===== src/hw/ex_pkg.sv =====
package ex_pkg;

    //////////////////////////////////////////////////////////////////////
    // Widths
    //////////////////////////////////////////////////////////////////////

    localparam int XLEN       = 32;
    localparam int REG_AW     = 5;
    localparam int SHAMT_W    = 5;   // Shift amount bits of op_b
    localparam int MDU_CYCLES = 32;  // One step per operand bit

    //////////////////////////////////////////////////////////////////////
    // Operation encodings
    //////////////////////////////////////////////////////////////////////

    typedef enum logic [3:0] {
        ALU_ADD, ALU_SUB, ALU_AND, ALU_OR, ALU_XOR, ALU_SLL,
        ALU_SRL, ALU_SRA, ALU_SLT, ALU_SLTU, ALU_PASS_B
    } alu_op_e;

    // Same values as funct3 of the M extension
    typedef enum logic [2:0] {
        MDU_MUL, MDU_MULH, MDU_MULHSU, MDU_MULHU,
        MDU_DIV, MDU_DIVU, MDU_REM, MDU_REMU
    } mdu_op_e;

    typedef enum logic {UNIT_ALU, UNIT_MDU} unit_sel_e;

    typedef enum logic [1:0] {
        FWD_REGFILE, FWD_EX_MEM, FWD_MEM_WB_ALU, FWD_MEM_WB_LOAD
    } fwd_sel_e;

    //////////////////////////////////////////////////////////////////////
    // Pipeline payloads
    //////////////////////////////////////////////////////////////////////

    typedef struct packed {
        logic              valid;
        logic [XLEN-1:0]   pc;
        logic [REG_AW-1:0] rs1_label;
        logic [REG_AW-1:0] rs2_label;
        logic [XLEN-1:0]   rs1_value;
        logic [XLEN-1:0]   rs2_value;
        logic [XLEN-1:0]   imm;
        logic [REG_AW-1:0] rd;
        logic              reg_wb_en;
        logic [1:0]        wb_sel;
        logic              op1_pc;    // Operand A from PC
        logic              op2_imm;   // Operand B from immediate
        unit_sel_e         unit;
        alu_op_e           alu_op;
        mdu_op_e           mdu_op;
        logic [2:0]        funct3;
        logic              is_branch;
        logic              is_jump;
        logic              is_load;
        logic              is_store;
        logic [1:0]        mem_size;
    } ex_issue_t;

    typedef struct packed {
        logic [REG_AW-1:0] rd;
        logic              reg_wb_en;
        logic              is_load;
        logic [XLEN-1:0]   alu_result;
        logic [XLEN-1:0]   load_data;
    } wb_fwd_t;

    typedef struct packed {
        logic              valid;
        logic [XLEN-1:0]   pc;
        logic [REG_AW-1:0] rd;
        logic              reg_wb_en;
        logic [1:0]        wb_sel;
        logic [XLEN-1:0]   result;
        logic [XLEN-1:0]   store_data;
        logic              pc_sel;
        logic              is_load;
        logic              is_store;
        logic [1:0]        mem_size;
        logic [2:0]        funct3;
    } ex_mem_t;

endpackage


===== src/hw/ex_alu.sv =====
`timescale 1ns/1ps

module ex_alu
    import ex_pkg::*;
(
    input  logic [XLEN-1:0] op_a_i,
    input  logic [XLEN-1:0] op_b_i,
    input  alu_op_e         alu_op_i,
    output logic [XLEN-1:0] result_o
);

    logic               is_add;
    logic [XLEN-1:0]    b_eff;
    logic [XLEN:0]      sum;
    logic               lt_s;
    logic               lt_u;
    logic [SHAMT_W-1:0] shamt;

    //////////////////////////////////////////////////////////////////////
    // Shared adder
    //////////////////////////////////////////////////////////////////////

    // Everything except ADD subtracts so the compares can read the difference
    always_comb begin
        is_add = (alu_op_i == ALU_ADD);
        b_eff  = is_add ? op_b_i : ~op_b_i;
        sum    = {1'b0, op_a_i} + {1'b0, b_eff} + {{XLEN{1'b0}}, ~is_add};
        lt_u   = ~sum[XLEN];  // No carry out means borrow
        if (op_a_i[XLEN-1] != op_b_i[XLEN-1]) begin
            lt_s = op_a_i[XLEN-1];  // Signs differ
        end else begin
            lt_s = sum[XLEN-1];
        end
        shamt = op_b_i[SHAMT_W-1:0];
    end

    //////////////////////////////////////////////////////////////////////
    // Result select
    //////////////////////////////////////////////////////////////////////

    always_comb begin
        case (alu_op_i)
            ALU_ADD,
            ALU_SUB:    result_o = sum[XLEN-1:0];
            ALU_AND:    result_o = op_a_i & op_b_i;
            ALU_OR:     result_o = op_a_i | op_b_i;
            ALU_XOR:    result_o = op_a_i ^ op_b_i;
            ALU_SLL:    result_o = op_a_i << shamt;
            ALU_SRL:    result_o = op_a_i >> shamt;
            ALU_SRA:    result_o = $signed(op_a_i) >>> shamt;
            ALU_SLT:    result_o = {{(XLEN-1){1'b0}}, lt_s};
            ALU_SLTU:   result_o = {{(XLEN-1){1'b0}}, lt_u};
            ALU_PASS_B: result_o = op_b_i;  // LUI
            default:    result_o = '0;
        endcase
    end

endmodule


===== src/hw/ex_branch.sv =====
`timescale 1ns/1ps

module ex_branch
    import ex_pkg::*;
(
    input  logic [XLEN-1:0] rs1_i,
    input  logic [XLEN-1:0] rs2_i,
    input  logic [2:0]      funct3_i,
    input  logic            is_branch_i,
    input  logic            is_jump_i,
    output logic            pc_sel_o
);

    logic eq;
    logic lt_s;
    logic lt_u;
    logic taken;

    always_comb begin
        eq   = (rs1_i == rs2_i);
        lt_s = ($signed(rs1_i) < $signed(rs2_i));
        lt_u = (rs1_i < rs2_i);

        case (funct3_i)
            3'b000:  taken = eq;     // BEQ
            3'b001:  taken = ~eq;    // BNE
            3'b100:  taken = lt_s;   // BLT
            3'b101:  taken = ~lt_s;  // BGE
            3'b110:  taken = lt_u;   // BLTU
            3'b111:  taken = ~lt_u;  // BGEU
            default: taken = 1'b0;
        endcase

        pc_sel_o = is_jump_i | (is_branch_i & taken);
    end

endmodule


===== src/hw/ex_forward.sv =====
`timescale 1ns/1ps

module ex_forward
    import ex_pkg::*;
(
    input  logic [REG_AW-1:0] rs1_label_i,
    input  logic [REG_AW-1:0] rs2_label_i,
    input  ex_mem_t           ex_mem_i,
    input  wb_fwd_t           wb_fwd_i,
    output fwd_sel_e          fwd_a_o,
    output fwd_sel_e          fwd_b_o
);

    // Newest producer of one source label
    function automatic fwd_sel_e pick_src(
        input logic [REG_AW-1:0] label,
        input ex_mem_t           exm,
        input wb_fwd_t           wb
    );
        fwd_sel_e sel;
        sel = FWD_REGFILE;
        if (label == '0) begin
            sel = FWD_REGFILE;  // x0 reads as zero
        end else if (exm.reg_wb_en && exm.rd == label) begin
            sel = FWD_EX_MEM;
        end else if (wb.reg_wb_en && wb.rd == label) begin
            sel = wb.is_load ? FWD_MEM_WB_LOAD : FWD_MEM_WB_ALU;
        end
        return sel;
    endfunction

    always_comb begin
        fwd_a_o = pick_src(rs1_label_i, ex_mem_i, wb_fwd_i);
        fwd_b_o = pick_src(rs2_label_i, ex_mem_i, wb_fwd_i);
    end

endmodule


===== src/hw/ex_muldiv.sv =====
`timescale 1ns/1ps

module ex_muldiv
    import ex_pkg::*;
(
    input  logic            clk_i,
    input  logic            rst_i,
    input  logic            req_i,
    input  logic [XLEN-1:0] op_a_i,
    input  logic [XLEN-1:0] op_b_i,
    input  mdu_op_e         mdu_op_i,
    output logic            ack_o,
    output logic [XLEN-1:0] result_o
);

    typedef enum logic [1:0] {ST_IDLE, ST_RUN, ST_FIX, ST_ACK} state_e;

    state_e                        state_q;
    logic [$clog2(MDU_CYCLES)-1:0] cnt_q;
    mdu_op_e                       op_q;
    logic                          neg_q;   // Result needs negation
    logic [XLEN-1:0]               hi_q;    // Product high half or remainder
    logic [XLEN-1:0]               lo_q;    // Multiplier or quotient
    logic [XLEN-1:0]               opb_q;   // Multiplicand or divisor
    logic [XLEN-1:0]               result_q;

    logic              a_neg;
    logic              b_neg;
    logic              start_neg;
    logic [XLEN-1:0]   a_mag;
    logic [XLEN-1:0]   b_mag;
    logic [XLEN:0]     mul_sum;
    logic [XLEN:0]     div_shift;
    logic [XLEN:0]     div_diff;
    logic [2*XLEN-1:0] prod_fix;
    logic [XLEN-1:0]   fix_val;

    //////////////////////////////////////////////////////////////////////
    // Operand magnitudes and one iteration step
    //////////////////////////////////////////////////////////////////////

    always_comb begin
        a_neg = op_a_i[XLEN-1] & (mdu_op_i inside {MDU_MULH, MDU_MULHSU, MDU_DIV, MDU_REM});
        b_neg = op_b_i[XLEN-1] & (mdu_op_i inside {MDU_MULH, MDU_DIV, MDU_REM});
        a_mag = a_neg ? -op_a_i : op_a_i;
        b_mag = b_neg ? -op_b_i : op_b_i;
        if (!mdu_op_i[2]) begin
            start_neg = a_neg ^ b_neg;
        end else if (mdu_op_i[1]) begin
            start_neg = a_neg;  // Remainder takes the dividend sign
        end else begin
            start_neg = (a_neg ^ b_neg) & (|op_b_i);  // x/0 stays all ones
        end

        mul_sum   = {1'b0, hi_q} + {1'b0, (lo_q[0] ? opb_q : '0)};
        div_shift = {hi_q, lo_q[XLEN-1]};
        div_diff  = div_shift - {1'b0, opb_q};
    end

    // Sign fix-up and word select
    always_comb begin
        prod_fix = neg_q ? -{hi_q, lo_q} : {hi_q, lo_q};
        case (op_q)
            MDU_MUL:                         fix_val = prod_fix[XLEN-1:0];
            MDU_MULH, MDU_MULHSU, MDU_MULHU: fix_val = prod_fix[2*XLEN-1:XLEN];
            MDU_DIV, MDU_DIVU:               fix_val = neg_q ? -lo_q : lo_q;
            default:                         fix_val = neg_q ? -hi_q : hi_q;
        endcase
    end

    //////////////////////////////////////////////////////////////////////
    // Handshake FSM
    //////////////////////////////////////////////////////////////////////

    always_ff @(posedge clk_i) begin
        if (rst_i) begin
            state_q <= ST_IDLE;
            cnt_q   <= '0;
            ack_o   <= 1'b0;
        end else begin
            case (state_q)
                ST_IDLE: if (req_i) begin
                    state_q <= ST_RUN;
                    cnt_q   <= '0;
                end
                ST_RUN: begin
                    cnt_q <= cnt_q + 1'b1;
                    if (cnt_q == $bits(cnt_q)'(MDU_CYCLES - 1)) state_q <= ST_FIX;
                end
                ST_FIX: begin
                    state_q <= ST_ACK;
                    ack_o   <= 1'b1;
                end
                default: if (!req_i) begin  // Wait for req to fall
                    state_q <= ST_IDLE;
                    ack_o   <= 1'b0;
                end
            endcase
        end
    end

    always_ff @(posedge clk_i) begin
        if (state_q == ST_IDLE && req_i) begin
            op_q  <= mdu_op_i;
            neg_q <= start_neg;
            hi_q  <= '0;
            lo_q  <= a_mag;
            opb_q <= b_mag;
        end else if (state_q == ST_RUN) begin
            if (op_q[2]) begin  // Restoring divide
                if (!div_diff[XLEN]) begin
                    hi_q <= div_diff[XLEN-1:0];
                    lo_q <= {lo_q[XLEN-2:0], 1'b1};
                end else begin
                    hi_q <= div_shift[XLEN-1:0];
                    lo_q <= {lo_q[XLEN-2:0], 1'b0};
                end
            end else begin  // Shift-add multiply
                hi_q <= mul_sum[XLEN:1];
                lo_q <= {mul_sum[0], lo_q[XLEN-1:1]};
            end
        end
        if (state_q == ST_FIX) result_q <= fix_val;
    end

    assign result_o = result_q;

endmodule


===== src/hw/ex_stage.sv =====
`timescale 1ns/1ps

module ex_stage
    import ex_pkg::*;
(
    input  logic      clk_i,
    input  logic      rst_i,
    input  logic      busywait_i,
    input  ex_issue_t issue_i,
    input  wb_fwd_t   wb_fwd_i,
    output ex_mem_t   ex_mem_o,
    output logic      stall_o
);

    typedef enum logic [1:0] {HS_IDLE, HS_BUSY, HS_DONE} hs_state_e;

    fwd_sel_e        fwd_a;
    fwd_sel_e        fwd_b;
    logic [XLEN-1:0] rs1_fwd;
    logic [XLEN-1:0] rs2_fwd;
    logic [XLEN-1:0] op_a;
    logic [XLEN-1:0] op_b;
    logic [XLEN-1:0] alu_result;
    logic            pc_sel_w;

    hs_state_e       hs_state_q;
    hs_state_e       hs_state_d;
    logic            mdu_issue;
    logic            mdu_done;
    logic            mdu_start;
    logic            mdu_req;
    logic            mdu_ack;
    logic [XLEN-1:0] mdu_result;
    logic [XLEN-1:0] mdu_a_q;   // Held while req is up
    logic [XLEN-1:0] mdu_b_q;
    mdu_op_e         mdu_op_q;
    ex_mem_t         ex_mem_d;

    function automatic logic [XLEN-1:0] fwd_value(
        input fwd_sel_e        sel,
        input logic [XLEN-1:0] rf_val,
        input logic [XLEN-1:0] exm_val,
        input wb_fwd_t         wb
    );
        case (sel)
            FWD_EX_MEM:      return exm_val;
            FWD_MEM_WB_ALU:  return wb.alu_result;
            FWD_MEM_WB_LOAD: return wb.load_data;
            default:         return rf_val;
        endcase
    endfunction

    //////////////////////////////////////////////////////////////////////
    // Operands
    //////////////////////////////////////////////////////////////////////

    ex_forward i_ex_forward (
        .rs1_label_i (issue_i.rs1_label),
        .rs2_label_i (issue_i.rs2_label),
        .ex_mem_i    (ex_mem_o),
        .wb_fwd_i    (wb_fwd_i),
        .fwd_a_o     (fwd_a),
        .fwd_b_o     (fwd_b)
    );

    always_comb begin
        rs1_fwd = fwd_value(fwd_a, issue_i.rs1_value, ex_mem_o.result, wb_fwd_i);
        rs2_fwd = fwd_value(fwd_b, issue_i.rs2_value, ex_mem_o.result, wb_fwd_i);
        op_a    = issue_i.op1_pc ? issue_i.pc : rs1_fwd;
        op_b    = issue_i.op2_imm ? issue_i.imm : rs2_fwd;
    end

    ex_alu i_ex_alu (
        .op_a_i   (op_a),
        .op_b_i   (op_b),
        .alu_op_i (issue_i.alu_op),
        .result_o (alu_result)
    );

    // Compares the register values, never the muxed operands
    ex_branch i_ex_branch (
        .rs1_i       (rs1_fwd),
        .rs2_i       (rs2_fwd),
        .funct3_i    (issue_i.funct3),
        .is_branch_i (issue_i.is_branch),
        .is_jump_i   (issue_i.is_jump),
        .pc_sel_o    (pc_sel_w)
    );

    //////////////////////////////////////////////////////////////////////
    // MDU req/ack control
    //////////////////////////////////////////////////////////////////////

    always_comb begin
        mdu_issue = issue_i.valid && (issue_i.unit == UNIT_MDU);
        mdu_done  = (hs_state_q == HS_BUSY) && mdu_ack;
        // New req only from idle, or once the old ack has dropped
        mdu_start = mdu_issue && ((hs_state_q == HS_IDLE) ||
                                  (hs_state_q == HS_DONE && !mdu_ack));
        stall_o   = mdu_issue && !mdu_done;
        mdu_req   = (hs_state_q == HS_BUSY);

        hs_state_d = hs_state_q;
        case (hs_state_q)
            HS_IDLE: if (mdu_start) hs_state_d = HS_BUSY;
            HS_BUSY: if (mdu_ack) hs_state_d = HS_DONE;  // Capture and drop req
            default: if (!mdu_ack) hs_state_d = mdu_start ? HS_BUSY : HS_IDLE;
        endcase
    end

    always_ff @(posedge clk_i) begin
        if (rst_i) begin
            hs_state_q <= HS_IDLE;
        end else if (!busywait_i) begin
            hs_state_q <= hs_state_d;
        end
    end

    always_ff @(posedge clk_i) begin
        if (!busywait_i && mdu_start) begin
            mdu_a_q  <= op_a;
            mdu_b_q  <= op_b;
            mdu_op_q <= issue_i.mdu_op;
        end
    end

    ex_muldiv i_ex_muldiv (
        .clk_i    (clk_i),
        .rst_i    (rst_i),
        .req_i    (mdu_req),
        .op_a_i   (mdu_a_q),
        .op_b_i   (mdu_b_q),
        .mdu_op_i (mdu_op_q),
        .ack_o    (mdu_ack),
        .result_o (mdu_result)
    );

    //////////////////////////////////////////////////////////////////////
    // EX/MEM register
    //////////////////////////////////////////////////////////////////////

    always_comb begin
        ex_mem_d.valid      = issue_i.valid & ~stall_o;  // Bubble while stalled
        ex_mem_d.pc         = issue_i.pc;
        ex_mem_d.rd         = issue_i.rd;
        ex_mem_d.reg_wb_en  = issue_i.valid & issue_i.reg_wb_en & ~stall_o;
        ex_mem_d.wb_sel     = issue_i.wb_sel;
        ex_mem_d.result     = (issue_i.unit == UNIT_MDU) ? mdu_result : alu_result;
        ex_mem_d.store_data = rs2_fwd;
        ex_mem_d.pc_sel     = issue_i.valid & pc_sel_w & ~stall_o;
        ex_mem_d.is_load    = issue_i.valid & issue_i.is_load & ~stall_o;
        ex_mem_d.is_store   = issue_i.valid & issue_i.is_store & ~stall_o;
        ex_mem_d.mem_size   = issue_i.mem_size;
        ex_mem_d.funct3     = issue_i.funct3;
    end

    always_ff @(posedge clk_i) begin
        if (rst_i) begin
            ex_mem_o.valid     <= 1'b0;
            ex_mem_o.reg_wb_en <= 1'b0;
            ex_mem_o.pc_sel    <= 1'b0;
            ex_mem_o.is_load   <= 1'b0;
            ex_mem_o.is_store  <= 1'b0;
        end else if (!busywait_i) begin  // Memory stall holds everything
            ex_mem_o <= ex_mem_d;
        end
    end

endmodule


===== config.mk =====
export PLATFORM = sky130hd
export DESIGN_NAME = ex_stage
export DESIGN_NICKNAME = d
export VERILOG_FILES = /design/src/hw/ex_pkg.sv /design/src/hw/ex_alu.sv /design/src/hw/ex_branch.sv /design/src/hw/ex_forward.sv /design/src/hw/ex_muldiv.sv /design/src/hw/ex_stage.sv
export SDC_FILE = /design/constraint.sdc
export NUM_CORES = 2
export LEC_CHECK = 0
export ABC_AREA = 1
export ABC_CLOCK_PERIOD_IN_PS = 12650
export BUFFER_PORTS_ARGS = -buffer_cell sky130_fd_sc_hd__buf_2
export CELL_PAD_IN_SITES_DETAIL_PLACEMENT = 0
export CELL_PAD_IN_SITES_GLOBAL_PLACEMENT = 1
export CORE_UTILIZATION = 45
export DETAILED_ROUTE_END_ITERATION = 12
export PLACE_DENSITY = 0.89
export SETUP_SLACK_MARGIN = 0.1
export SLEW_MARGIN = 10
export SYNTH_ARGS = -nofsm -noshare
export SYNTH_HDL_FRONTEND = slang
export SYNTH_HIERARCHICAL = 1
export SYNTH_SLANG_ARGS = --single-unit

===== constraint.sdc =====
create_clock -name clk_i -period 12.65 [get_ports clk_i]
set_input_delay 1.265 -clock clk_i [delete_from_list [all_inputs] [get_ports clk_i]]
set_output_delay 1.265 -clock clk_i [all_outputs]
set_load 0.02 [all_outputs]

==> impl_results.md <==
* Largest net degree at the start of global routing at 78
* Post-DR wirelength/cell at roughly 25 um
* Internal power at 3.101 mW
* RSZ-0062 raised after global routing: no
* Vias in the first global route at 35,900
* Post-synth ARST share at 0
* Leakage power at around 19 nW
* CP delay by family, top: simple AND/OR/NAND/NOR gates
* Fmax at roughly 0.16 GHz
* Clk buf depth at 3
* Syn_nets at 6,004
* Overflow after GRT at 0
* Register area share after synthesis at 0.2655
* Die Ht at 279.5 um
* Synth Register Bits at about 320
* Worst Hold Slack at 459.4 ps
* CORE AREA at 76,080 sq um
* Min-Delay Path Depth at 2
* Worst setup path class: primary input to flop
* CTS resizes at 0
* Crit-path most repeated cell: nand2_1
* Clk root buf: clkbuf_16
* Power share of the clock group at 0.185
* Worst path depth at 28
* Nature of the critical path startpoint: primary input
* Post-Synthesis Cells at 5,559
* ANT nets after route at 0
* Slew @ Worst Pin at 1143 ps
* Starting Density at 0.4554
* Crit-path slowest cell: buf_4
* Clk sinks at between 300 and 400
* Setup Slack @ Placement at 6118 ps
* Syn Area/Cell at 6.233 sq um
* Final Hold Vio Count at 0
* Status: finished, final reports clean
* Synth Flop Type: edfxtp_1
* Crit path DAT at 6590 ps
* Synth cell types at 63
* Max incr delay on CP at a little under 700 ps
* Post-CTS setup buffer count at 0
* PD cells at roughly 170 nW/um^2
* Drt first pass iters at 12
* NetSw at 3.380 mW
* Clock transition at the registers of the reported paths at 60 ps
* Hold Buf Count CTS at 0
* Setup TNS at 0 ps
* WP buf/inv at 7
* Post-DP HPWL at 139.5 mm
* Post-synth top area share at 0.2383
* YS warnings at 6
* Nature of the critical path endpoint: flop
* Switching Fraction at 0.5215
* Total CTS buffers at 42
* Register share of total power at 0.270
* Fin crit share at 0.4945
* First-pass GRT wire length at 245.2 mm
* Hold Path Class: flop to flop
* Ratio of cells with drive above 1 in the final layout at 0.1062
* Critical path data required time at between 10,000 and 15,000 ps
* Starting DRT DRC Count at 5,761
* Logic gate share of total power at 0.544
* WL final at 173.6 mm
* Clk_lat worst skew at 600 ps
* DRC errors left at 0
* Initial antenna violation count at 13
* Top post-synthesis cells by area: edfxtp_1 24%, nand2_1 19%, inv_1 8.4%
* NumNets Final at between 6,000 and 7,000
* Total number of vias at 40,130
* GP Congestion at 1.087
* Tot GR Track Use at 0.4297
* Total power at 6.481 mW
* Area leader, netlist: edfxtp_1
* Path depth of the worst reg2reg path at 25
* Area grow syn2layout at 11.32%
* Die Area at 78,110 sq um
* Maxcap violations at 0
* # port buffers at 353
* Num ports at 354
* H-tree Lvls at 2
* Final setup margin at approximately 6400 ps
* CTS tree: done
* Via/cell ratio at 5.838
* CP max FO at 77
* FP Rows at 101
* Fin crit period at 6255 ps
* Netlist Area Pre-Place at between 30,000 and 40,000 sq um
* VDD IR max at around 0.11 mV
* Die extent in x at roughly 280 um
* Post-synth EDFFs at 275
* Slew Limit Fails at 0
* Setup violations, final at 0
* Max-slew headroom at 0.2379
* Final Skew at 23.97 ps
==> final timing paths <==
| check | from | to | slack [ps] |
|---|---|---|---|
| max | issue_i[127] | ex_mem_o[56] | 6390 |
| min | ex_mem_o[5] | ex_mem_o[5] | 460 |
| max reg2reg | ex_mem_o[74] | ex_mem_o[56] | 6460 |
| min reg2reg | ex_mem_o[5] | ex_mem_o[5] | 460 |
==> cells in the final DEF (no fill, tap or decap), types with 32 or more instances in the layout <==
master and instances:
xor2_1 88, and2_1 70, clkbuf_16 43, nor2_1 381
edfxtp_1 275, o21ai_1 73, buf_2 353, nand3_1 551
nand4_1 57, mux2_2 32, dfxtp_1 47, buf_4 50
nor3_1 70, nand2_1 1773, ha_1 201, a21oi_1 272
o21ai_0 343, o211ai_1 52, inv_1 776
==> flip-flops by register name, summed over array words and instances, names as in the netlist <==
name,flops
i_ex_muldiv/ack_o,1
i_ex_muldiv/opb_q,32
i_ex_muldiv/result_o,32
hs_state_q,2
mdu_b_q,32
i_ex_muldiv/cnt_q,5
mdu_op_q,3
i_ex_muldiv/lo_q,32
i_ex_muldiv/state_q,2
mdu_a_q,32
i_ex_muldiv/op_q,3
ex_mem_o,113
i_ex_muldiv/hi_q,32
i_ex_muldiv/neg_q,1
==> worst reg2reg max path: stages, from the launching register on <==
cell	delay [ps]
dfxtp_1	800
nand2_1	120
nor2_1	170
nand2_1	70
nor2_1	180
nor2_4	90
buf_4	270
inv_2	590
o21ai_0	210
nand3_1	160
nand3_1	100
nand2_2	140
buf_4	680
nand2_1	220
nand2_1	170
fa_1	230
inv_1	50
nand3_1	60
nand2_1	140
nand2_1	100
nand3_1	190
nand2_1	120
nand2_1	120
o21ai_0	470
nand4_1	180
mux2_2	290
==> layout make-up <==
type	count	area (sq um)
Antenna cell	5	12.51
Clock buffer	48	1095
Clock inverter	30	249.0
Fill cell	8253	37510
Inverter	812	3049
Multi-Input combinational cell	4224	21530
Sequential cell	322	9199
Tap cell	1030	1289
Timing Repair Buffer	403	2142
==> power by group through the flow <==
stage                     clock network, mW  registers (mW)  logic [mW]
after global routing                   1.24            1.75        3.86
after detailed placement                  0            1.75        3.41
final                                  1.20            1.75        3.53
after global placement                    0            1.75        3.40
after CTS                              1.21            1.73        3.43
after floorplan                           0            1.59        2.33
==> synth_stat cells, drive strengths merged (7+ instances only) <==
cell,count
inv,806
ha,202
dfxtp,47
a21oi,279
a221oi,10
o211ai,52
nand4,57
a211oi,7
nor2,408
a31oi,11
o21a,19
a21o,10
buf,108
o2111ai,9
and2,70
nor4,13
nand2,1798
nand3b,17
clkbuf,93
edfxtp,275
mux2,32
o22ai,15
xor2,88
xnor2,15
o21ai,418
o21bai,15
nor3,75
nand3,553
or2,21
==> cell families (layout without fill, tap and decap cells) <==
group,after synthesis,in the layout,share of synthesized area
AND/OR/NAND/NOR,3019,3019,0.3702
buffers and inverters,1013,1293,0.1141
AO/OA/AOI/OAI,859,859,0.1373
flip-flops,322,322,0.2655
adder cells (fa/ha/maj),205,205,0.07468
XOR/XNOR,103,103,0.02604
multiplexers,38,38,0.01213
other,0,5,0
==> routing by layer <==
layer,global-route usage,vias up,share of wire
li1,-,18600,-
met4,0.2467,22,0.068
met1,0.5781,18570,0.40
met5,0,-,0.0010
met2,0.6203,2414,0.41
met3,0.1108,521,0.12
==> metrics by stage <==
stage,util,std cells,area (sq um)
after floorplan,-,5559,34650
after global placement,0.4892,6791,37210
after detailed placement,0.4892,6791,37210
after CTS,0.5068,6869,38560
after global routing,0.5068,6869,38560
final,0.5070,6874,38570
Note: power is estimated with default switching activity, not from simulation.
